===== src/hdl/fdc_pkg.sv =====
// shared types and constants; geometry fixed at five layouts, image addresses limited to 20 bits
package fdc_pkg;

	// ==================================================
	// types
	// ==================================================
	typedef logic [7:0]  byte_t;
	typedef logic [1:0]  reg_addr_t;
	typedef logic [2:0]  size_code_t;
	typedef logic [10:0] sec_len_t;   // up to 1024
	typedef logic [19:0] img_addr_t;  // cut to IMG_AW where used
	typedef logic [7:0]  status_t;

	typedef enum logic [2:0] {
		IDLE,
		SETTLE,
		TYPE1_WAIT,
		CHECK,
		XFER_ARM,
		XFER_WAIT,
		XFER_NEXT,
		ENDCMD
	} fdc_state_t;

	// ==================================================
	// host register map
	// ==================================================
	localparam reg_addr_t A_CMD_STATUS = 2'd0;
	localparam reg_addr_t A_TRACK      = 2'd1;
	localparam reg_addr_t A_SECTOR     = 2'd2;
	localparam reg_addr_t A_DATA       = 2'd3;

	// status bit positions; type I and type II share some slots
	localparam int SB_BUSY = 0;
	localparam int SB_DRQ  = 1;  // type II
	localparam int SB_LOST = 2;  // type II
	localparam int SB_TRK0 = 2;  // type I
	localparam int SB_RNF  = 4;
	localparam int SB_WRF  = 5;  // type II
	localparam int SB_HLD  = 5;  // type I
	localparam int SB_WP   = 6;
	localparam int SB_NRDY = 7;

	// delays in clk_sys cycles
	localparam int TYPE1_CYCLES    = 64;
	localparam int SETTLE_CYCLES   = 16;
	localparam int GAP_CYCLES      = 4;
	localparam int WATCHDOG_CYCLES = 4096;

endpackage


===== src/hdl/fdc_media_if.sv =====
// sector addressing and byte path; side comes straight from the top-level pin
`timescale 1ns/1ps

interface fdc_media_if import fdc_pkg::*; ();

	byte_t    head_track;
	logic     side;
	byte_t    sector;
	sec_len_t byte_idx;
	logic     wr_en;     // one-cycle pulse
	byte_t    wr_data;

	sec_len_t sec_len;
	byte_t    spt;       // sectors per track
	logic     sec_ok;
	byte_t    rd_data;   // one cycle behind the address

	modport eng (
		output head_track, sector, byte_idx, wr_en, wr_data,
		input  sec_len, spt, sec_ok, rd_data
	);

	modport map (
		input  head_track, side, sector, byte_idx,
		output sec_len, spt, sec_ok, rd_data
	);

endinterface


===== src/hdl/fdc_sector_map.sv =====
// fixed geometry lookup; codes 5 to 7 act as code 2, addresses past IMG_AW bits wrap
`timescale 1ns/1ps

module fdc_sector_map import fdc_pkg::*; #(
	parameter int IMG_AW = 16
) (
	input  size_code_t  size_code,
	fdc_media_if.map    media,
	output img_addr_t   ram_addr,
	input  byte_t       ram_rdata
);

	img_addr_t ts_idx;    // track * 2 + side
	img_addr_t lin_sec;
	img_addr_t full_addr;

	always_comb begin
		case (size_code)
			3'd0:    begin media.sec_len = 11'd128;  media.spt = 8'd26; end
			3'd1:    begin media.sec_len = 11'd256;  media.spt = 8'd16; end
			3'd3:    begin media.sec_len = 11'd1024; media.spt = 8'd5;  end
			3'd4:    begin media.sec_len = 11'd512;  media.spt = 8'd10; end
			default: begin media.sec_len = 11'd512;  media.spt = 8'd9;  end
		endcase
	end

	assign media.sec_ok = (media.sector != 0) && (media.sector <= media.spt);

	assign ts_idx    = {11'd0, media.head_track, media.side};
	assign lin_sec   = ts_idx * img_addr_t'(media.spt) + img_addr_t'(media.sector) - 20'd1;
	assign full_addr = lin_sec * img_addr_t'(media.sec_len) + img_addr_t'(media.byte_idx);
	assign ram_addr  = img_addr_t'(full_addr[IMG_AW-1:0]);

	assign media.rd_data = ram_rdata;

endmodule


===== src/flat_wrapper.sv =====
// flat-port wrapper written by rule: the top's interface ports become plain ports
module fdc_sector_map_flat import fdc_pkg::*;
#(
	parameter int IMG_AW = 16
)
  (size_code, ram_addr, ram_rdata, media_head_track, media_side, media_sector, media_byte_idx, media_sec_len, media_spt, media_sec_ok, media_rd_data);
  fdc_media_if media_i ();
  input  size_code_t size_code;
  output img_addr_t ram_addr;
  input  byte_t ram_rdata;
  input wire logic [$bits(media_i.head_track)-1:0] media_head_track;
  input wire logic [$bits(media_i.side)-1:0] media_side;
  input wire logic [$bits(media_i.sector)-1:0] media_sector;
  input wire logic [$bits(media_i.byte_idx)-1:0] media_byte_idx;
  output wire logic [$bits(media_i.sec_len)-1:0] media_sec_len;
  output wire logic [$bits(media_i.spt)-1:0] media_spt;
  output wire logic [$bits(media_i.sec_ok)-1:0] media_sec_ok;
  output wire logic [$bits(media_i.rd_data)-1:0] media_rd_data;
  assign media_i.head_track = media_head_track;
  assign media_i.side = media_side;
  assign media_i.sector = media_sector;
  assign media_i.byte_idx = media_byte_idx;
  assign media_sec_len = media_i.sec_len;
  assign media_spt = media_i.spt;
  assign media_sec_ok = media_i.sec_ok;
  assign media_rd_data = media_i.rd_data;
  fdc_sector_map #(.IMG_AW(IMG_AW)) u_core (.size_code(size_code), .media(media_i), .ram_addr(ram_addr), .ram_rdata(ram_rdata));
endmodule

===== config.mk =====
export PLATFORM = sky130hd
export DESIGN_NAME = fdc_sector_map_flat
export DESIGN_NICKNAME = d
export VERILOG_FILES = /design/src/hdl/fdc_pkg.sv /design/src/hdl/fdc_media_if.sv /design/src/hdl/fdc_sector_map.sv /design/src/flat_wrapper.sv
export SDC_FILE = /design/constraint.sdc
export NUM_CORES = 1
export LEC_CHECK = 0
export BUFFER_PORTS_ARGS = -buffer_cell sky130_fd_sc_hd__buf_2
export CAP_MARGIN = 20
export CORE_UTILIZATION = 40
export DETAILED_ROUTE_END_ITERATION = 10
export PLACE_DENSITY = 0.63
export SETUP_SLACK_MARGIN = 0.3
export SYNTH_ARGS = -nofsm -noshare
export SYNTH_HDL_FRONTEND = slang
export SYNTH_SLANG_ARGS = --single-unit

===== constraint.sdc =====
create_clock -name vclk -period 11.7
set_clock_uncertainty 0.2 [all_clocks]
set_input_delay 1.755 -clock vclk [all_inputs]
set_output_delay 1.755 -clock vclk [all_outputs]
set_load 0.02 [all_outputs]

==> reports/metrics.yaml <==
min_from: "ram_rdata[2]"
min_period_over_period_pct: 93.9
ctsHoldBuffers: 0
vias_per_cell: 4.83
antennaDiodeCount: 0
flops_and_latches: 0
crit_fanout: 9
coreArea_mm2: 0.00642
layout-drive-gt1-share_pct: 16.5
internal-power_mw: 0.223
fin_crit_ps: 10980
startpoint_type: "primary input"
ys_warn_count: 0
antenna_left: 0
critPathRequiredTime_ps: 9750
layout_common_cells: "inv_1 (60), ha_1 (59), buf_2 (42), fa_1 (27), nand2_1 (25)"
finalWirelength_um: 5320
rows: 29
cpPeakStageDelay_ps: 610
hold_viol_final: 0
antenna_found_initial: 0
nClkBuffers: 0
hpwl_um: 4770
rsz0062_at_grt: "no"
syn_to_final_growth_pct: 6.11
grt_usage_pct: 15.4
crit_top_cell: "ha_1"
ios: 87
drc_errors: 8
grt_pass1_vias: 1994
synth_cell_type_count: 43
power_frac_seq_pct: 0
setup_violations: 0
tightest_slew_ps: 523
grt_pass1_wl_um: 9030
p_leak_nw: 1.69
violations: "design-rule violations"
critPathCaptureType: "primary output"
holdPathEnd: "media_rd_data[2]"
overflow: 0
p_sw_mw: 0.285
numPortBuffers: 43
synthCells: 331
critPathBufInv: 5
drtPass1Iterations: 7
fp.dieW_um: 84.2
timing.fmax_mhz: 91.1
relSlewSlack_pct: 65.2
utilization_pct: 44.6
cp.arrival_ps: 9030
synth_area_mm2: 0.00270
gp_congestion: 0.839
chipHeight_um: 84.2
slew_viol_final: 0
comb_power_share_pct: 100.0
nFillCells: 648
p_clk_share_pct: 0
crit_type: "primary input to primary output"
crit_family: "adder cells"
maxCapViolCount: 0
initial_core_util_pct: 42.1
num_vias: 2096
switching_share_pct: 56.1
die_area_mm2: 0.00709
whs_path_depth: 0
syn_avg_cell_area_um2: 8.16
power.density_mw_per_mm2: 177
nets: 485
tns_ps: 0
seq_area_frac_synth_pct: 0
worstHoldPathType: "primary input to primary output"
final_common_cell: "inv_1"
outcome: "finished with violations"
ir_drop_v: 0.000119
regArea_um2: 0
grt_max_degree: 12
cpMaxStageDelayCell: "fa_1"
total_power_mw: 0.508
drt_iter0_markers: 66
routedWlPerCell_um: 12.2
## per-stage QoR
step | area, um^2 | instances | hold slack, ps | setup WS (ps)
floorplan | 2750 | 344 | 3380 | 707
global placement | 2820 | 433 | 3310 | 545
detailed placement | 2820 | 433 | 3310 | 384
CTS | 2820 | 433 | 3310 | 352
global route | 2870 | 434 | 3310 | 282
finish | 2870 | 434 | 3310 | 718
## what timing repair did
action	4_1_cts	5_1_grt
gates resized for setup	0	5
buffers inserted	0	1
setup endpoints to repair	0	1
## per-layer routing
layer | vias up | track usage [%] | wire [um]
met2 | 57 | 25.0 | 2310
met1 | 974 | 23.9 | 2670
met5 | - | 0 | 0
met3 | 2 | 0.590 | 319
li1 | 1063 | - | -
met4 | 0 | 0.627 | 16
## cell families after synthesis
| family | share of synthesized area [%] |
|---|---|
| adder cells (fa/ha/maj) | 47.8 |
| buffers and inverters | 18.1 |
| XOR/XNOR | 9.12 |
| other | 0.139 |
| AND/OR/NAND/NOR | 16.5 |
| AO/OA/AOI/OAI | 8.34 |
## worst max-delay path by stage
stage                             from            to  slack [ps]  depth (start not counted)
after floorplan           size_code[1]  ram_addr[15]         710                         27
after global placement    size_code[2]  ram_addr[15]         540                         30
after detailed placement  size_code[2]  ram_addr[15]         380                         30
after CTS                 size_code[2]  ram_addr[15]         350                         30
after global routing      size_code[2]  ram_addr[15]         280                         30
final                     size_code[2]  ram_addr[15]         720                         30
## cell usage after synthesis (3+ instances only)
master     n  area (um^2)
and3_1     5         31.3
and2_1    18          113
nor2_2     4         25.0
nor3_1     3         15.0
o21ai_0    7         35.0
nor2_1    18         67.6
nand2b_1   4         25.0
buf_4     29          218
nand2_1   25         93.8
o21bai_1   3         22.5
a21o_1     3         22.5
xor2_1     7         61.3
ha_1      60          751
inv_1     60          225
xnor2_1   16          140
a21oi_1   13         65.1
fa_1      27          541
## power by group through the flow
stage               logic, mW  registers, mW  clock network, mW
finish                  0.508              0                  0
detailed placement      0.484              0                  0
floorplan               0.389              0                  0
global route            0.582              0                  0
global placement        0.478              0                  0
CTS                     0.490              0                  0
## layout make-up
type / count / area [um^2] / area share (%)
well taps: 77 / 96.3 / 3.36
repair buffers: 46 / 240 / 8.38
inverters: 62 / 236 / 8.25
multi-input cells: 249 / 2290 / 80.0
Power figures use the tool's default switching activity.
