## config.mk

```make
export PLATFORM = sky130hd
export DESIGN_NAME = fdc_bus_port_flat
export DESIGN_NICKNAME = d
export VERILOG_FILES = /design/src/hdl/fdc_pkg.sv /design/src/hdl/fdc_host_if.sv /design/src/hdl/fdc_bus_port.sv /design/src/flat_wrapper.sv
export SDC_FILE = /design/constraint.sdc
export NUM_CORES = 1
export LEC_CHECK = 0
export ABC_AREA = 1
export BUFFER_PORTS_ARGS = -buffer_cell sky130_fd_sc_hd__buf_2
export CAP_MARGIN = 10
export CORE_AREA = 5 5 54 56
export CTS_BUF_LIST = sky130_fd_sc_hd__clkbuf_16
export DETAILED_ROUTE_END_ITERATION = 16
export DIE_AREA = 0 0 59 61
export PLACE_DENSITY = 0.77
export RECOVER_POWER = 50
export SLEW_MARGIN = 20
export SYNTH_ARGS = -nofsm -noshare
export SYNTH_HDL_FRONTEND = slang
export SYNTH_SLANG_ARGS = --single-unit
```

## constraint.sdc

```tcl
create_clock -name clk_sys -period 1.2 [get_ports clk_sys]
set_input_delay 0.06 -clock clk_sys [delete_from_list [all_inputs] [get_ports clk_sys]]
set_output_delay 0.06 -clock clk_sys [all_outputs]
set_load 0.01 [all_outputs]
```

## src/hdl/fdc_pkg.sv

```systemverilog
// shared types and constants; geometry fixed at five layouts, image addresses limited to 20 bits
package fdc_pkg;

	// ==================================================
	// types
	// ==================================================
	typedef logic [7:0]  byte_t;
	typedef logic [1:0]  reg_addr_t;
	typedef logic [2:0]  size_code_t;
	typedef logic [10:0] sec_len_t;   // up to 1024
	typedef logic [19:0] img_addr_t;  // cut to IMG_AW where used
	typedef logic [7:0]  status_t;

	typedef enum logic [2:0] {
		IDLE,
		SETTLE,
		TYPE1_WAIT,
		CHECK,
		XFER_ARM,
		XFER_WAIT,
		XFER_NEXT,
		ENDCMD
	} fdc_state_t;

	// ==================================================
	// host register map
	// ==================================================
	localparam reg_addr_t A_CMD_STATUS = 2'd0;
	localparam reg_addr_t A_TRACK      = 2'd1;
	localparam reg_addr_t A_SECTOR     = 2'd2;
	localparam reg_addr_t A_DATA       = 2'd3;

	// status bit positions; type I and type II share some slots
	localparam int SB_BUSY = 0;
	localparam int SB_DRQ  = 1;  // type II
	localparam int SB_LOST = 2;  // type II
	localparam int SB_TRK0 = 2;  // type I
	localparam int SB_RNF  = 4;
	localparam int SB_WRF  = 5;  // type II
	localparam int SB_HLD  = 5;  // type I
	localparam int SB_WP   = 6;
	localparam int SB_NRDY = 7;

	// delays in clk_sys cycles
	localparam int TYPE1_CYCLES    = 64;
	localparam int SETTLE_CYCLES   = 16;
	localparam int GAP_CYCLES      = 4;
	localparam int WATCHDOG_CYCLES = 4096;

endpackage

```

## src/hdl/fdc_host_if.sv

```systemverilog
// register events and read-back values; event signals are single-cycle pulses
`timescale 1ns/1ps

interface fdc_host_if import fdc_pkg::*; ();

	logic    cmd_wr;       // command register written
	logic    trk_wr;
	logic    sec_wr;
	logic    dat_wr;
	byte_t   wdata;        // valid with any write pulse
	logic    dat_rd_done;  // data read released
	logic    sts_rd_done;  // status read released

	status_t status;
	byte_t   track_reg;
	byte_t   sector_reg;
	byte_t   data_out;

	modport bus (
		output cmd_wr, trk_wr, sec_wr, dat_wr, wdata, dat_rd_done, sts_rd_done,
		input  status, track_reg, sector_reg, data_out
	);

	modport eng (
		input  cmd_wr, trk_wr, sec_wr, dat_wr, wdata, dat_rd_done, sts_rd_done,
		output status, track_reg, sector_reg, data_out
	);

endinterface

```

## src/hdl/fdc_bus_port.sv

```systemverilog
// host bus front end; writes act on strobe rise, data and status reads complete on release
`timescale 1ns/1ps

module fdc_bus_port import fdc_pkg::*; (
	input  logic      clk_sys,
	input  logic      arst_n,
	input  logic      rd,
	input  logic      wr,
	input  logic      io_en,
	input  reg_addr_t addr,
	input  byte_t     din,
	output byte_t     dout,
	fdc_host_if.bus   host
);

	logic      rde, wre;
	logic      old_rd, old_wr;
	logic      wr_rise, rd_rise, rd_fall;
	reg_addr_t cur_addr;  // address of the open read

	assign rde     = rd & io_en;
	assign wre     = wr & io_en;
	assign wr_rise = wre & ~old_wr;
	assign rd_rise = rde & ~old_rd;
	assign rd_fall = old_rd & ~rde;

	always_ff @(posedge clk_sys or negedge arst_n) begin
		if (!arst_n) begin
			old_rd           <= 1'b0;
			old_wr           <= 1'b0;
			cur_addr         <= A_CMD_STATUS;
			host.cmd_wr      <= 1'b0;
			host.trk_wr      <= 1'b0;
			host.sec_wr      <= 1'b0;
			host.dat_wr      <= 1'b0;
			host.dat_rd_done <= 1'b0;
			host.sts_rd_done <= 1'b0;
		end else begin
			old_rd <= rde;
			old_wr <= wre;
			if (rd_rise)
				cur_addr <= addr;
			host.cmd_wr      <= wr_rise && (addr == A_CMD_STATUS);
			host.trk_wr      <= wr_rise && (addr == A_TRACK);
			host.sec_wr      <= wr_rise && (addr == A_SECTOR);
			host.dat_wr      <= wr_rise && (addr == A_DATA);
			host.dat_rd_done <= rd_fall && (cur_addr == A_DATA);
			host.sts_rd_done <= rd_fall && (cur_addr == A_CMD_STATUS);
		end
	end

	always_ff @(posedge clk_sys) begin
		if (wr_rise)
			host.wdata <= din;
	end

	always_comb begin
		case (addr)
			A_CMD_STATUS: dout = host.status;
			A_TRACK:      dout = host.track_reg;
			A_SECTOR:     dout = host.sector_reg;
			default:      dout = host.data_out;
		endcase
	end

endmodule

```

## src/flat_wrapper.sv

```systemverilog
// flat-port wrapper written by rule: the top's interface ports become plain ports
module fdc_bus_port_flat import fdc_pkg::*;
  (clk_sys, arst_n, rd, wr, io_en, addr, din, dout, host_cmd_wr, host_trk_wr, host_sec_wr, host_dat_wr, host_wdata, host_dat_rd_done, host_sts_rd_done, host_status, host_track_reg, host_sector_reg, host_data_out);
  fdc_host_if host_i ();
  input  logic clk_sys;
  input  logic arst_n;
  input  logic rd;
  input  logic wr;
  input  logic io_en;
  input  reg_addr_t addr;
  input  byte_t din;
  output byte_t dout;
  output wire logic [$bits(host_i.cmd_wr)-1:0] host_cmd_wr;
  output wire logic [$bits(host_i.trk_wr)-1:0] host_trk_wr;
  output wire logic [$bits(host_i.sec_wr)-1:0] host_sec_wr;
  output wire logic [$bits(host_i.dat_wr)-1:0] host_dat_wr;
  output wire logic [$bits(host_i.wdata)-1:0] host_wdata;
  output wire logic [$bits(host_i.dat_rd_done)-1:0] host_dat_rd_done;
  output wire logic [$bits(host_i.sts_rd_done)-1:0] host_sts_rd_done;
  input wire logic [$bits(host_i.status)-1:0] host_status;
  input wire logic [$bits(host_i.track_reg)-1:0] host_track_reg;
  input wire logic [$bits(host_i.sector_reg)-1:0] host_sector_reg;
  input wire logic [$bits(host_i.data_out)-1:0] host_data_out;
  assign host_cmd_wr = host_i.cmd_wr;
  assign host_trk_wr = host_i.trk_wr;
  assign host_sec_wr = host_i.sec_wr;
  assign host_dat_wr = host_i.dat_wr;
  assign host_wdata = host_i.wdata;
  assign host_dat_rd_done = host_i.dat_rd_done;
  assign host_sts_rd_done = host_i.sts_rd_done;
  assign host_i.status = host_status;
  assign host_i.track_reg = host_track_reg;
  assign host_i.sector_reg = host_sector_reg;
  assign host_i.data_out = host_data_out;
  fdc_bus_port u_core (.clk_sys(clk_sys), .arst_n(arst_n), .rd(rd), .wr(wr), .io_en(io_en), .addr(addr), .din(din), .dout(dout), .host(host_i));
endmodule
```

==> summary.txt <==
Power
  • Power density of the placed cells: ~1200 nW/µm²
  • Leak pwr: about 0.00069 µW
  • Largest voltage drop on the vdd net: slightly above 0.8 mV

Detailed routing
  • Violation count after the first detailed-routing iteration: 38
  • DRT met1 WL: just under 1000 µm
  • DRC violation count after routing: 0
  • Wire length per cell: 12.3 µm
  • Total routed wirelength: approximately 2500 µm
  • Vias: around 960
  • Top metal layer carrying routed signals: met4
  • DR WL met3: 476 µm
  • Number of antenna-violating nets in the routed design: 0
  • Vias per cell: slightly below 5
  • Wire length on met2: between 900 and 1000 µm
  • First-pass DRT Iterations: 4

Logic synthesis
  • Mean post-synth cell area: about 10 µm²
  • Top cell type by total area after synthesis: sky130_fd_sc_hd__dfrtp_1
  • Syn Inst Count: slightly below 90
  • Number of synthesized register bits: 18
  • Summed instance area of the synthesized netlist: 873 µm²
  • Unique masters post-synth: 16
  • Synth warnings: 0
  • Top-area cell type share of the netlist area: 28.7%
  • Top cells by area in the synthesized netlist: sky130_fd_sc_hd__dfrtp_1 29%, sky130_fd_sc_hd__edfxtp_1 28%, sky130_fd_sc_hd__nand3_1 14%, sky130_fd_sc_hd__nand2_1 6.9%, sky130_fd_sc_hd__nand4_1 5.7%
  • Sequential fraction of the synthesis area: a little under three fifths
  • Post-synthesis net count: about 140

Global routing
  • Antenna violations before repair: 0
  • Overall Global Routing Usage: around 14%
  • Residual overflow from global routing: 0
  • Largest net degree at the start of global routing: 14
  • Number of global-route vias before repair: 976
  • Global-route wire length before repair: 3750 µm

Critical path
  • Data arrival time of the critical path: just under 1000 ps
  • Kind of end point of the critical path: output port
  • Worst setup SP type: input port
  • Worst EP required: between 1000 and 1500 ps
  • Slack of the worst reg-to-reg path: between 200 and 300 ps
  • Critical Path Fanout Max: 11
  • Start-to-end type of the worst setup path: input port to output port

Clocking
  • Number of sinks on the clock net: 18
  • Clk buf depth: 2
  • Num CTS Buffers: 3
  • Number of instances resized during post-cts repair: 0
  • CTS H-Tree Depth: 1
  • TritonCTS clock tree: built
  • Clk_lat worst skew: ~250 ps
  • Setup Buffers After CTS: 0
  • Cell at the root of the clock tree: sky130_fd_sc_hd__clkbuf_16
  • Clock-pin slew reported for the worst setup and hold paths after clock tree synthesis: 50 ps

Layout
  • Fill cell total of the finished layout: about 230
  • Fraction of final layout cells sized beyond drive strength 1: 42.6%
  • Layout overhead on the synthesized area: 58.0%
  • Post-Layout Cell Count: between 150 and 200
  • Sequential cell area: 490 µm²
  • # nets final: about 220
  • Number of antenna cells inserted: 0
  • Multi-input gate area: about 300 µm²

Placed design
  • Routability cong.: 0.817
  • Placed cell count: about 190
  • Number of port buffers: between 60 and 70
  • Detailed-placement wirelength estimate: roughly 2000 µm

Outcome
  • Run status: complete, no violations

Floorplanning
  • Die width: around 59 µm
  • Number of core rows: 18
  • Io pins: 69
  • Overall die area: roughly 3600 µm²
  • Starting Density: roughly 37%
  • Height of the chip: 61 µm
  • Total core area: 2390 µm²

Hold path
  • HP Class: input port to flip-flop

Timing
  • Time the final worst path needs with I/O delays and setup: about 1100 ps
  • Max_slew headroom: approximately 65%
  • Maximum achievable frequency: 950 MHz
  • Endpoints failing setup: 0
  • Worst-Margin Slew: about 530 ps
  • Slew Viols, Final: 0
  • RSZ-0062 raised after global routing: no
  • Final setup TNS: 0 ps
  • Final hold violations: 0
  • Clk_skew: between 4 and 5 ps
  • Final Cycle Share: slightly below 90%

Job
  • Max-cap viol count: 0
## synthesized netlist by cell type, drive strengths merged
library cell and n:
buf 4, nor2 7, clkinv 1, nor3 1
inv 6, edfxtp 8, o21ai 2, nand2 18
dfrtp 10, nand4 8, nand3 24
## worst paths after layout
path                       cells past startpoint                from                      end
min in group asynchronous                      2              arst_n            u_core.old_wr
max in group asynchronous                      2              arst_n       u_core.cur_addr[1]
hold reg to reg                                1  u_core.cur_addr[0]  u_core.host.sts_rd_done
setup reg to reg                               2       u_core.old_wr     u_core.host.wdata[2]
hold / removal                                 3                  wr            u_core.old_wr
setup / recovery                               5             addr[1]                  dout[3]
## cell families after synthesis
kind of cell / after synthesis / synth area share (%)
AND/OR/NAND/NOR: 58 / 33.5
buffers and inverters: 11 / 9.17
flip-flops: 18 / 56.2
AO/OA/AOI/OAI: 2 / 1.15
## sequential cells by signal (all words and copies together), names as in the netlist
signal and flops:
u_core.host.dat_wr 1, u_core.host.sec_wr 1, u_core.host.wdata 8, u_core.host.cmd_wr 1
u_core.host.sts_rd_done 1, u_core.old_rd 1, u_core.host.trk_wr 1, u_core.cur_addr 2
u_core.host.dat_rd_done 1, u_core.old_wr 1
## per-stage QoR
step | setup WS [ps] | hold WS [ps] | cell area (µm²) | total power, µW | util (%)
after detailed placement | 152 | -69.2 | 1220 | 969 | 51.1
final | 147 | 33.6 | 1380 | 1630 | 57.8
after global placement | 199 | -79.0 | 1220 | 961 | 51.1
after floorplan | 71.4 | -236 | 873 | 838 | -
after CTS | 148 | 26.0 | 1390 | 1660 | 58.2
after global routing | 59.5 | 48.5 | 1380 | 1700 | 57.8
## power breakdown
part	total [µW]	internal (µW)	leakage (µW)	switching (µW)
registers	691	679	0.000208	12.5
clock network	651	442	0.0000385	209
logic	286	139	0.000448	147
## repair_timing
action,CTS,global route
endpoints found under the hold margin,18,0
endpoints found under the setup margin,0,0
hold buffers,9,0
## critical path, stage by stage
cell,delay (ps)
sky130_fd_sc_hd__buf_2,230
sky130_fd_sc_hd__clkinv_1,300
sky130_fd_sc_hd__nand3_1,150
sky130_fd_sc_hd__nand4_1,100
sky130_fd_sc_hd__buf_2,150
## cell type report
type	count	share of cell area [%]
timing repair buffer	80	32.2
multi-input combinational	60	21.9
sequential	18	35.5
inverter	7	1.90
tap	30	2.72
clock inverter	1	0.272
clock buffer	3	5.44
## routing by layer
| metal | up-vias | GRT usage [%] |
|---|---|---|
| li1 | 469 | - |
| met1 | 404 | 15.5 |
| met2 | 78 | 22.4 |
| met3 | 8 | 6.17 |
| met4 | 0 | 9.39 |
| met5 | - | 0 |
## placed cells by master, fill, tap and decap left out
cell and instances:
sky130_fd_sc_hd__dlygate4sd3_1 9, sky130_fd_sc_hd__nand3_1 24, sky130_fd_sc_hd__nor2_2 1, sky130_fd_sc_hd__clkbuf_1 7, sky130_fd_sc_hd__clkinv_1 2, sky130_fd_sc_hd__nor2_8 1
sky130_fd_sc_hd__nand2_2 2, sky130_fd_sc_hd__buf_2 61, sky130_fd_sc_hd__nor2_1 5, sky130_fd_sc_hd__inv_2 1, sky130_fd_sc_hd__nand4_1 8, sky130_fd_sc_hd__inv_1 5
sky130_fd_sc_hd__o21ai_1 1, sky130_fd_sc_hd__nor3_1 1, sky130_fd_sc_hd__dfrtp_1 10, sky130_fd_sc_hd__buf_4 3, sky130_fd_sc_hd__nand2_1 16, sky130_fd_sc_hd__clkbuf_16 3
sky130_fd_sc_hd__edfxtp_1 8, sky130_fd_sc_hd__o21ai_0 1
Note: power is estimated with default switching activity, not from simulation.
