===== src/hdl/fdc_pkg.sv =====
// shared types and constants; geometry fixed at five layouts, image addresses limited to 20 bits
package fdc_pkg;

	// ==================================================
	// types
	// ==================================================
	typedef logic [7:0]  byte_t;
	typedef logic [1:0]  reg_addr_t;
	typedef logic [2:0]  size_code_t;
	typedef logic [10:0] sec_len_t;   // up to 1024
	typedef logic [19:0] img_addr_t;  // cut to IMG_AW where used
	typedef logic [7:0]  status_t;

	typedef enum logic [2:0] {
		IDLE,
		SETTLE,
		TYPE1_WAIT,
		CHECK,
		XFER_ARM,
		XFER_WAIT,
		XFER_NEXT,
		ENDCMD
	} fdc_state_t;

	// ==================================================
	// host register map
	// ==================================================
	localparam reg_addr_t A_CMD_STATUS = 2'd0;
	localparam reg_addr_t A_TRACK      = 2'd1;
	localparam reg_addr_t A_SECTOR     = 2'd2;
	localparam reg_addr_t A_DATA       = 2'd3;

	// status bit positions; type I and type II share some slots
	localparam int SB_BUSY = 0;
	localparam int SB_DRQ  = 1;  // type II
	localparam int SB_LOST = 2;  // type II
	localparam int SB_TRK0 = 2;  // type I
	localparam int SB_RNF  = 4;
	localparam int SB_WRF  = 5;  // type II
	localparam int SB_HLD  = 5;  // type I
	localparam int SB_WP   = 6;
	localparam int SB_NRDY = 7;

	// delays in clk_sys cycles
	localparam int TYPE1_CYCLES    = 64;
	localparam int SETTLE_CYCLES   = 16;
	localparam int GAP_CYCLES      = 4;
	localparam int WATCHDOG_CYCLES = 4096;

endpackage


===== src/hdl/fdc_host_if.sv =====
// register events and read-back values; event signals are single-cycle pulses
`timescale 1ns/1ps

interface fdc_host_if import fdc_pkg::*; ();

	logic    cmd_wr;       // command register written
	logic    trk_wr;
	logic    sec_wr;
	logic    dat_wr;
	byte_t   wdata;        // valid with any write pulse
	logic    dat_rd_done;  // data read released
	logic    sts_rd_done;  // status read released

	status_t status;
	byte_t   track_reg;
	byte_t   sector_reg;
	byte_t   data_out;

	modport bus (
		output cmd_wr, trk_wr, sec_wr, dat_wr, wdata, dat_rd_done, sts_rd_done,
		input  status, track_reg, sector_reg, data_out
	);

	modport eng (
		input  cmd_wr, trk_wr, sec_wr, dat_wr, wdata, dat_rd_done, sts_rd_done,
		output status, track_reg, sector_reg, data_out
	);

endinterface


===== src/hdl/fdc_media_if.sv =====
// sector addressing and byte path; side comes straight from the top-level pin
`timescale 1ns/1ps

interface fdc_media_if import fdc_pkg::*; ();

	byte_t    head_track;
	logic     side;
	byte_t    sector;
	sec_len_t byte_idx;
	logic     wr_en;     // one-cycle pulse
	byte_t    wr_data;

	sec_len_t sec_len;
	byte_t    spt;       // sectors per track
	logic     sec_ok;
	byte_t    rd_data;   // one cycle behind the address

	modport eng (
		output head_track, sector, byte_idx, wr_en, wr_data,
		input  sec_len, spt, sec_ok, rd_data
	);

	modport map (
		input  head_track, side, sector, byte_idx,
		output sec_len, spt, sec_ok, rd_data
	);

endinterface


===== src/hdl/fdc_cmd_engine.sv =====
// command FSM; no READ ADDRESS or track commands, Cx/Ex/Fx are ignored, type I index bit reads 0
`timescale 1ns/1ps

module fdc_cmd_engine import fdc_pkg::*; (
	input  logic     clk_sys,
	input  logic     arst_n,
	input  logic     ready,
	input  logic     wp,
	fdc_host_if.eng  host,
	fdc_media_if.eng media,
	output logic     drq,
	output logic     intrq,
	output logic     busy
);

	fdc_state_t  state;
	byte_t       track_reg, sector_reg, data_reg;
	byte_t       head;       // real head position
	byte_t       next_head;
	logic        step_dir;   // 1 = out
	logic        cmd_mode;   // 0 = type I status layout
	logic        is_write, multi;
	logic        f_hld, f_rnf, f_wrf, f_lost;
	logic [7:0]  timer;
	logic [12:0] wdog;
	sec_len_t    byte_idx, rem_cnt;
	logic        wr_en;
	byte_t       wr_data;
	logic        xfer_evt;
	status_t     status_w;

	assign busy      = (state != IDLE);
	assign next_head = (host.wdata[6] ? host.wdata[5] : step_dir) ? head - 8'd1 : head + 8'd1;
	assign xfer_evt  = is_write ? host.dat_wr : host.dat_rd_done;

	// ==================================================
	// state machine and host registers
	// ==================================================
	always_ff @(posedge clk_sys or negedge arst_n) begin
		if (!arst_n) begin
			state      <= IDLE;
			track_reg  <= '0;
			sector_reg <= '0;
			data_reg   <= '0;
			head       <= '0;
			step_dir   <= 1'b0;
			cmd_mode   <= 1'b0;
			is_write   <= 1'b0;
			multi      <= 1'b0;
			{f_hld, f_rnf, f_wrf, f_lost} <= '0;
			timer      <= '0;
			wdog       <= '0;
			byte_idx   <= '0;
			rem_cnt    <= '0;
			wr_en      <= 1'b0;
			drq        <= 1'b0;
			intrq      <= 1'b0;
		end else begin
			wr_en <= 1'b0;
			if (host.sts_rd_done)
				intrq <= 1'b0;

			case (state)
				TYPE1_WAIT: begin
					if (timer == 0)
						state <= ENDCMD;
					else
						timer <= timer - 8'd1;
				end
				CHECK: begin
					if (!ready) begin
						f_rnf <= 1'b1;
						state <= ENDCMD;
					end else if (is_write && wp) begin
						f_wrf <= 1'b1;
						state <= ENDCMD;
					end else if (!media.sec_ok) begin
						f_rnf <= 1'b1;
						state <= ENDCMD;
					end else begin
						byte_idx <= '0;
						rem_cnt  <= media.sec_len;
						timer    <= 8'(SETTLE_CYCLES);
						state    <= SETTLE;
					end
				end
				SETTLE: begin  // settle or inter-byte gap
					if (timer == 0)
						state <= XFER_ARM;
					else
						timer <= timer - 8'd1;
				end
				XFER_ARM: begin
					drq   <= 1'b1;
					wdog  <= 13'(WATCHDOG_CYCLES);
					state <= XFER_WAIT;
				end
				XFER_WAIT: begin
					if (xfer_evt || wdog == 0) begin
						drq   <= 1'b0;
						state <= XFER_NEXT;
						if (!xfer_evt)
							f_lost <= 1'b1;  // byte dropped
						else if (is_write)
							wr_en <= 1'b1;
						else
							data_reg <= media.rd_data;
					end else begin
						wdog <= wdog - 13'd1;
					end
				end
				XFER_NEXT: begin
					if (rem_cnt == 1) begin
						if (multi) begin
							sector_reg <= sector_reg + 8'd1;
							if (sector_reg >= media.spt) begin  // ran off the track
								f_rnf <= 1'b1;
								state <= ENDCMD;
							end else begin
								state <= CHECK;
							end
						end else begin
							state <= ENDCMD;
						end
					end else begin
						byte_idx <= byte_idx + 11'd1;
						rem_cnt  <= rem_cnt - 11'd1;
						timer    <= 8'(GAP_CYCLES);
						state    <= SETTLE;
					end
				end
				ENDCMD: begin
					drq   <= 1'b0;
					intrq <= 1'b1;
					state <= IDLE;
				end
				default: ;
			endcase

			if (host.cmd_wr) begin
				intrq <= 1'b0;
				if (host.wdata[7:4] == 4'hD) begin  // force interrupt
					cmd_mode <= 1'b0;
					{f_rnf, f_wrf, f_lost} <= '0;
					drq      <= 1'b0;
					state    <= ENDCMD;
				end else if (state == IDLE) begin
					case (host.wdata[7:4])
						4'h0: begin  // restore
							head      <= '0;
							track_reg <= '0;
						end
						4'h1: begin  // seek
							head      <= data_reg;
							track_reg <= data_reg;
						end
						4'h2, 4'h3, 4'h4, 4'h5, 4'h6, 4'h7: begin
							if (host.wdata[6])
								step_dir <= host.wdata[5];
							head <= next_head;
							if (host.wdata[4])
								track_reg <= next_head;
						end
						4'h8, 4'h9, 4'hA, 4'hB: begin
							cmd_mode <= 1'b1;
							{f_rnf, f_wrf, f_lost} <= '0;
							is_write <= host.wdata[5];
							multi    <= host.wdata[4];
							state    <= CHECK;
						end
						default: ;
					endcase
					if (!host.wdata[7]) begin  // common type I part
						cmd_mode <= 1'b0;
						f_hld    <= host.wdata[3];
						{f_rnf, f_wrf, f_lost} <= '0;
						timer    <= 8'(TYPE1_CYCLES);
						state    <= TYPE1_WAIT;
					end
				end
			end

			if (host.trk_wr && !busy)
				track_reg <= host.wdata;
			if (host.sec_wr && !busy)
				sector_reg <= host.wdata;
			if (host.dat_wr)
				data_reg <= host.wdata;
		end
	end

	always_ff @(posedge clk_sys) begin
		if (state == XFER_WAIT && host.dat_wr)
			wr_data <= host.wdata;
	end

	// ==================================================
	// status and outputs
	// ==================================================
	always_comb begin
		status_w          = '0;
		status_w[SB_BUSY] = busy;
		status_w[SB_NRDY] = ~ready;
		status_w[SB_WP]   = wp;
		status_w[SB_RNF]  = f_rnf;
		if (cmd_mode) begin
			status_w[SB_WRF]  = f_wrf;
			status_w[SB_LOST] = f_lost;
			status_w[SB_DRQ]  = drq;
		end else begin
			status_w[SB_HLD]  = f_hld;
			status_w[SB_TRK0] = (head == 0);
		end
	end

	assign host.status     = status_w;
	assign host.track_reg  = track_reg;
	assign host.sector_reg = sector_reg;
	assign host.data_out   = (busy && cmd_mode && !is_write) ? media.rd_data : data_reg;

	assign media.head_track = head;
	assign media.sector     = sector_reg;
	assign media.byte_idx   = byte_idx;
	assign media.wr_en      = wr_en;
	assign media.wr_data    = wr_data;

endmodule


===== src/flat_wrapper.sv =====
// flat-port wrapper written by rule: the top's interface ports become plain ports
module fdc_cmd_engine_flat import fdc_pkg::*;
  (clk_sys, arst_n, ready, wp, drq, intrq, busy, host_cmd_wr, host_trk_wr, host_sec_wr, host_dat_wr, host_wdata, host_dat_rd_done, host_sts_rd_done, host_status, host_track_reg, host_sector_reg, host_data_out, media_head_track, media_sector, media_byte_idx, media_wr_en, media_wr_data, media_sec_len, media_spt, media_sec_ok, media_rd_data);
  fdc_host_if host_i ();
  fdc_media_if media_i ();
  input  logic clk_sys;
  input  logic arst_n;
  input  logic ready;
  input  logic wp;
  output logic drq;
  output logic intrq;
  output logic busy;
  input wire logic [$bits(host_i.cmd_wr)-1:0] host_cmd_wr;
  input wire logic [$bits(host_i.trk_wr)-1:0] host_trk_wr;
  input wire logic [$bits(host_i.sec_wr)-1:0] host_sec_wr;
  input wire logic [$bits(host_i.dat_wr)-1:0] host_dat_wr;
  input wire logic [$bits(host_i.wdata)-1:0] host_wdata;
  input wire logic [$bits(host_i.dat_rd_done)-1:0] host_dat_rd_done;
  input wire logic [$bits(host_i.sts_rd_done)-1:0] host_sts_rd_done;
  output wire logic [$bits(host_i.status)-1:0] host_status;
  output wire logic [$bits(host_i.track_reg)-1:0] host_track_reg;
  output wire logic [$bits(host_i.sector_reg)-1:0] host_sector_reg;
  output wire logic [$bits(host_i.data_out)-1:0] host_data_out;
  output wire logic [$bits(media_i.head_track)-1:0] media_head_track;
  output wire logic [$bits(media_i.sector)-1:0] media_sector;
  output wire logic [$bits(media_i.byte_idx)-1:0] media_byte_idx;
  output wire logic [$bits(media_i.wr_en)-1:0] media_wr_en;
  output wire logic [$bits(media_i.wr_data)-1:0] media_wr_data;
  input wire logic [$bits(media_i.sec_len)-1:0] media_sec_len;
  input wire logic [$bits(media_i.spt)-1:0] media_spt;
  input wire logic [$bits(media_i.sec_ok)-1:0] media_sec_ok;
  input wire logic [$bits(media_i.rd_data)-1:0] media_rd_data;
  assign host_i.cmd_wr = host_cmd_wr;
  assign host_i.trk_wr = host_trk_wr;
  assign host_i.sec_wr = host_sec_wr;
  assign host_i.dat_wr = host_dat_wr;
  assign host_i.wdata = host_wdata;
  assign host_i.dat_rd_done = host_dat_rd_done;
  assign host_i.sts_rd_done = host_sts_rd_done;
  assign host_status = host_i.status;
  assign host_track_reg = host_i.track_reg;
  assign host_sector_reg = host_i.sector_reg;
  assign host_data_out = host_i.data_out;
  assign media_head_track = media_i.head_track;
  assign media_sector = media_i.sector;
  assign media_byte_idx = media_i.byte_idx;
  assign media_wr_en = media_i.wr_en;
  assign media_wr_data = media_i.wr_data;
  assign media_i.sec_len = media_sec_len;
  assign media_i.spt = media_spt;
  assign media_i.sec_ok = media_sec_ok;
  assign media_i.rd_data = media_rd_data;
  fdc_cmd_engine u_core (.clk_sys(clk_sys), .arst_n(arst_n), .ready(ready), .wp(wp), .host(host_i), .media(media_i), .drq(drq), .intrq(intrq), .busy(busy));
endmodule

===== config.mk =====
export PLATFORM = sky130hd
export DESIGN_NAME = fdc_cmd_engine_flat
export DESIGN_NICKNAME = d
export VERILOG_FILES = /design/src/hdl/fdc_pkg.sv /design/src/hdl/fdc_host_if.sv /design/src/hdl/fdc_media_if.sv /design/src/hdl/fdc_cmd_engine.sv /design/src/flat_wrapper.sv
export SDC_FILE = /design/constraint.sdc
export NUM_CORES = 1
export LEC_CHECK = 0
export BUFFER_PORTS_ARGS = -buffer_cell sky130_fd_sc_hd__buf_4
export CAP_MARGIN = 20
export CORE_AREA = 5 5 120 111
export CTS_CLUSTER_DIAMETER = 50
export DETAILED_ROUTE_END_ITERATION = 10
export DIE_AREA = 0 0 125 116
export PLACE_DENSITY = 0.7
export SLEW_MARGIN = 20
export SYNTH_ARGS = -nofsm -noshare
export SYNTH_HDL_FRONTEND = slang
export SYNTH_SLANG_ARGS = --single-unit
export TNS_END_PERCENT = 1

===== constraint.sdc =====
create_clock -name clk_sys -period 4.02 [get_ports clk_sys]
set_clock_uncertainty 0.1 [all_clocks]
set_input_delay 0.603 -clock clk_sys [delete_from_list [all_inputs] [get_ports clk_sys]]
set_output_delay 0.603 -clock clk_sys [all_outputs]
set_load 0.005 [all_outputs]

==> impl_metrics.tcl <==
set metrics [dict create \
    fin_tns_setup_ns 0 \
    synth_most_common_cell "dfrtp_1" \
    routed_wl_um 15200 \
    largest_reg_flops 13 \
    power_density_nw_per_um2 679 \
    num_antenna_cells 0 \
    setup_viol 0 \
    min_period_ns 3.09 \
    finalHoldViolations 0 \
    synth_common_cells "dfrtp_1 (89), nand2_1 (61), nor2_1 (59)" \
    synth_edf_count 8 \
    clockBufferDepth 2 \
    grt_pass1_vias 5105 \
    timing.final.crit_share 0.768 \
    largestRegisters "u_core.wdog x13, u_core.media.byte_idx x11, u_core.rem_cnt x11" \
    status "completed" \
    yosysUniqueCellTypes 71 \
    ir_drop_mv 0.360 \
    vias 5062 \
    fp.dieW_um 125 \
    yosysSeqAreaShare 0.425 \
    crit_type "reg -> out" \
    clk_latency_ns 0.36 \
    rsz0062_at_grt "false" \
    die_h_um 116 \
    required_ns 3.32 \
    worstHoldPathType "in -> async" \
    top_register "u_core.wdog" \
    use_met2 0.351 \
    port_buffers 115 \
    wl_per_cell_um 17.0 \
    die_area_um2 14500 \
    cp_slowest_cell "dfrtp_1" \
    hpwl_um 11300 \
    drive_above_1_share 0.228 \
    cp_slowest_stage_delay_ns 0.64 \
    place_inst 878 \
    area_delta_synth_final_pct 20.5 \
    grt_max_degree 69 \
    crit_family "flip-flops" \
    via_per_inst 5.66 \
    nNetsFinal 797 \
    drv_cap 0 \
    end_kind "output port" \
    use_met1 0.291 \
    core-area_um2 11800 \
    grt_first_pass_wirelength_um 25500 \
    grt_util_all_layers 0.217 \
    synthCells 636 \
    critical_path.cell_chain "nor3_2 > buf_4 > inv_1 > and3_1 > mux2_2 > buf_4" \
    synthesis.area_um2 5800 \
    async_reset_ff_frac 0.918 \
    grt_busiest_layer "met2" \
    start_util 0.490 \
    io_pins 117 \
    crit_fanout 14 \
    slew_headroom 0.400 \
    cts_setup_buffers 0 \
    syn_area_per_cell_um2 9.12 \
    hold_buffers 0 \
    grt_util_met3 0.0585 \
    critical_path_buf_inv_count 3 \
    power_leakage_uw 0.00317 \
    synthFlopType "dfrtp_1" \
    numCtsBuffers 9 \
    antenna_found_initial 0 \
    synth_top_cell_area_share 0.384 \
    synthTopCellsByArea "dfrtp_1 (38%), o21ai_0 (4.7%), ha_1 (4.5%)" \
    final_max_slew_viol_count 0 \
    dr.first_iter.drc_count 430 \
    max_freq_mhz 324 \
    firstDrtPassIters 5 \
    h-tree-depth 3 \
    cp_common_cell "buf_4" \
    drc_errors 0 \
    path_clk_slew_ns 0.07 \
    gp_congestion 0.881 \
    tritoncts "built" \
    grt_overflow 0 \
    cts.sinks 97 \
    rows 38 \
    cp-start-kind "register" \
    cp.arrival_ns 2.38 \
    synth.ff_latch_count 97 \
    synth_largest_area_cell "dfrtp_1" \
    cts-root-buf "clkbuf_16" \
    final_cells 894 \
    tightest_slew_ns 0.900 \
    ant_nets 0 \
    post_cts_resized 0 \
    yosysWarnings 0 \
    syn_nets 704 \
]
-- cell families after synthesis --
group	count (synthesis)	share of synthesized area
AO/OA/AOI/OAI	163	0.174
adder cells (fa/ha/maj)	22	0.0487
other	1	0.000646
buffers and inverters	65	0.0522
XOR/XNOR	28	0.0446
multiplexers	23	0.0425
AND/OR/NAND/NOR	237	0.212
flip-flops	97	0.425
-- cells in the final DEF (no fill, tap or decap), types with 3 or more instances in the layout --
cell / synthesis / final
nand3_1: 15 / 15
nand2b_1: 10 / 10
nand4_1: 5 / 5
o22ai_1: 5 / 5
nand2_1: 61 / 61
and3_1: 8 / 8
o31ai_1: 6 / 6
ha_1: 21 / 21
mux2_2: 13 / 13
edfxtp_1: 8 / 8
dfrtp_1: 89 / 89
a211oi_1: 5 / 5
a21o_1: 7 / 7
nor3_1: 21 / 21
nor4_1: 8 / 8
a31oi_1: 9 / 8
o21ai_0: 55 / 55
a22oi_1: 7 / 7
clkbuf_16: 0 / 9
or3_1: 9 / 9
nand3b_1: 3 / 3
o21ai_1: 4 / 4
nor4b_1: 3 / 3
mux2i_1: 10 / 10
buf_4: 12 / 120
a21oi_1: 43 / 43
o32ai_1: 3 / 3
xor2_1: 8 / 8
xnor2_1: 19 / 19
inv_1: 27 / 27
or4_1: 3 / 3
nor2_1: 59 / 59
and2_1: 7 / 7
-- metrics by stage --
stage	power [µW]	util	worst slack [ns]	cell area [µm²]	hold WS, ns
6_report	4750	0.590	0.933	6990	0.261
5_1_grt	5140	0.590	0.789	6990	0.344
4_1_cts	4760	0.590	0.936	6980	0.305
3_5_place_dp	3910	0.566	0.717	6700	0.363
3_3_place_gp	3830	0.566	0.750	6700	0.358
2_1_floorplan	3160	-	1.03	5800	0.207
-- layout make-up --
type / instances / area [µm²]
fillers: 1042 / 4850
multi-input cells: 474 / 3040
flip-flops and latches: 97 / 2470
repair buffers: 120 / 901
clock buffers: 10 / 239
well taps: 160 / 200
inverters: 27 / 101
clock inverters: 6 / 42.5
-- report_power, final --
part	internal (µW)	switching, µW	leakage [µW]
registers	1340	454	0.00120
clock network	438	399	0.000135
logic	1020	1100	0.00184
total	2800	1950	0.00317
-- worst register-to-register path: stages (launching register included) --
cell and delay, ns:
dfrtp_1 0.38, mux2i_1 0.34, inv_1 0.25, ha_1 0.35, a211oi_1 0.25, o21ai_0 0.14
a31oi_1 0.28, xnor3_1 0.26, o211a_1 0.21, nor3_1 0.16
-- final timing paths --
check | from | end | slack, ns | cells after the start
worst max-delay path | u_core.state[1] | host_data_out[6] | 0.93 | 6
worst min-delay path | arst_n | u_core.media.head_track[3] | 0.26 | 1
worst max register to register | u_core.step_dir | u_core.host.track_reg[7] | 1.22 | 9
worst min register to register | u_core.f_hld | u_core.f_hld | 0.38 | 2
max in group asynchronous | arst_n | u_core.data_reg[1] | 2.70 | 2
min in group clk_sys | host_wdata[1] | u_core.media.wr_data[1] | 0.37 | 1
-- per-layer routing --
| layer | wire, µm | share of wire |
|---|---|---|
| met5 | 0 | 0 |
| met3 | 887 | 0.058 |
| met2 | 7130 | 0.47 |
| met1 | 6980 | 0.46 |
| met4 | 234 | 0.015 |
Note: power is estimated with default switching activity, not from simulation.
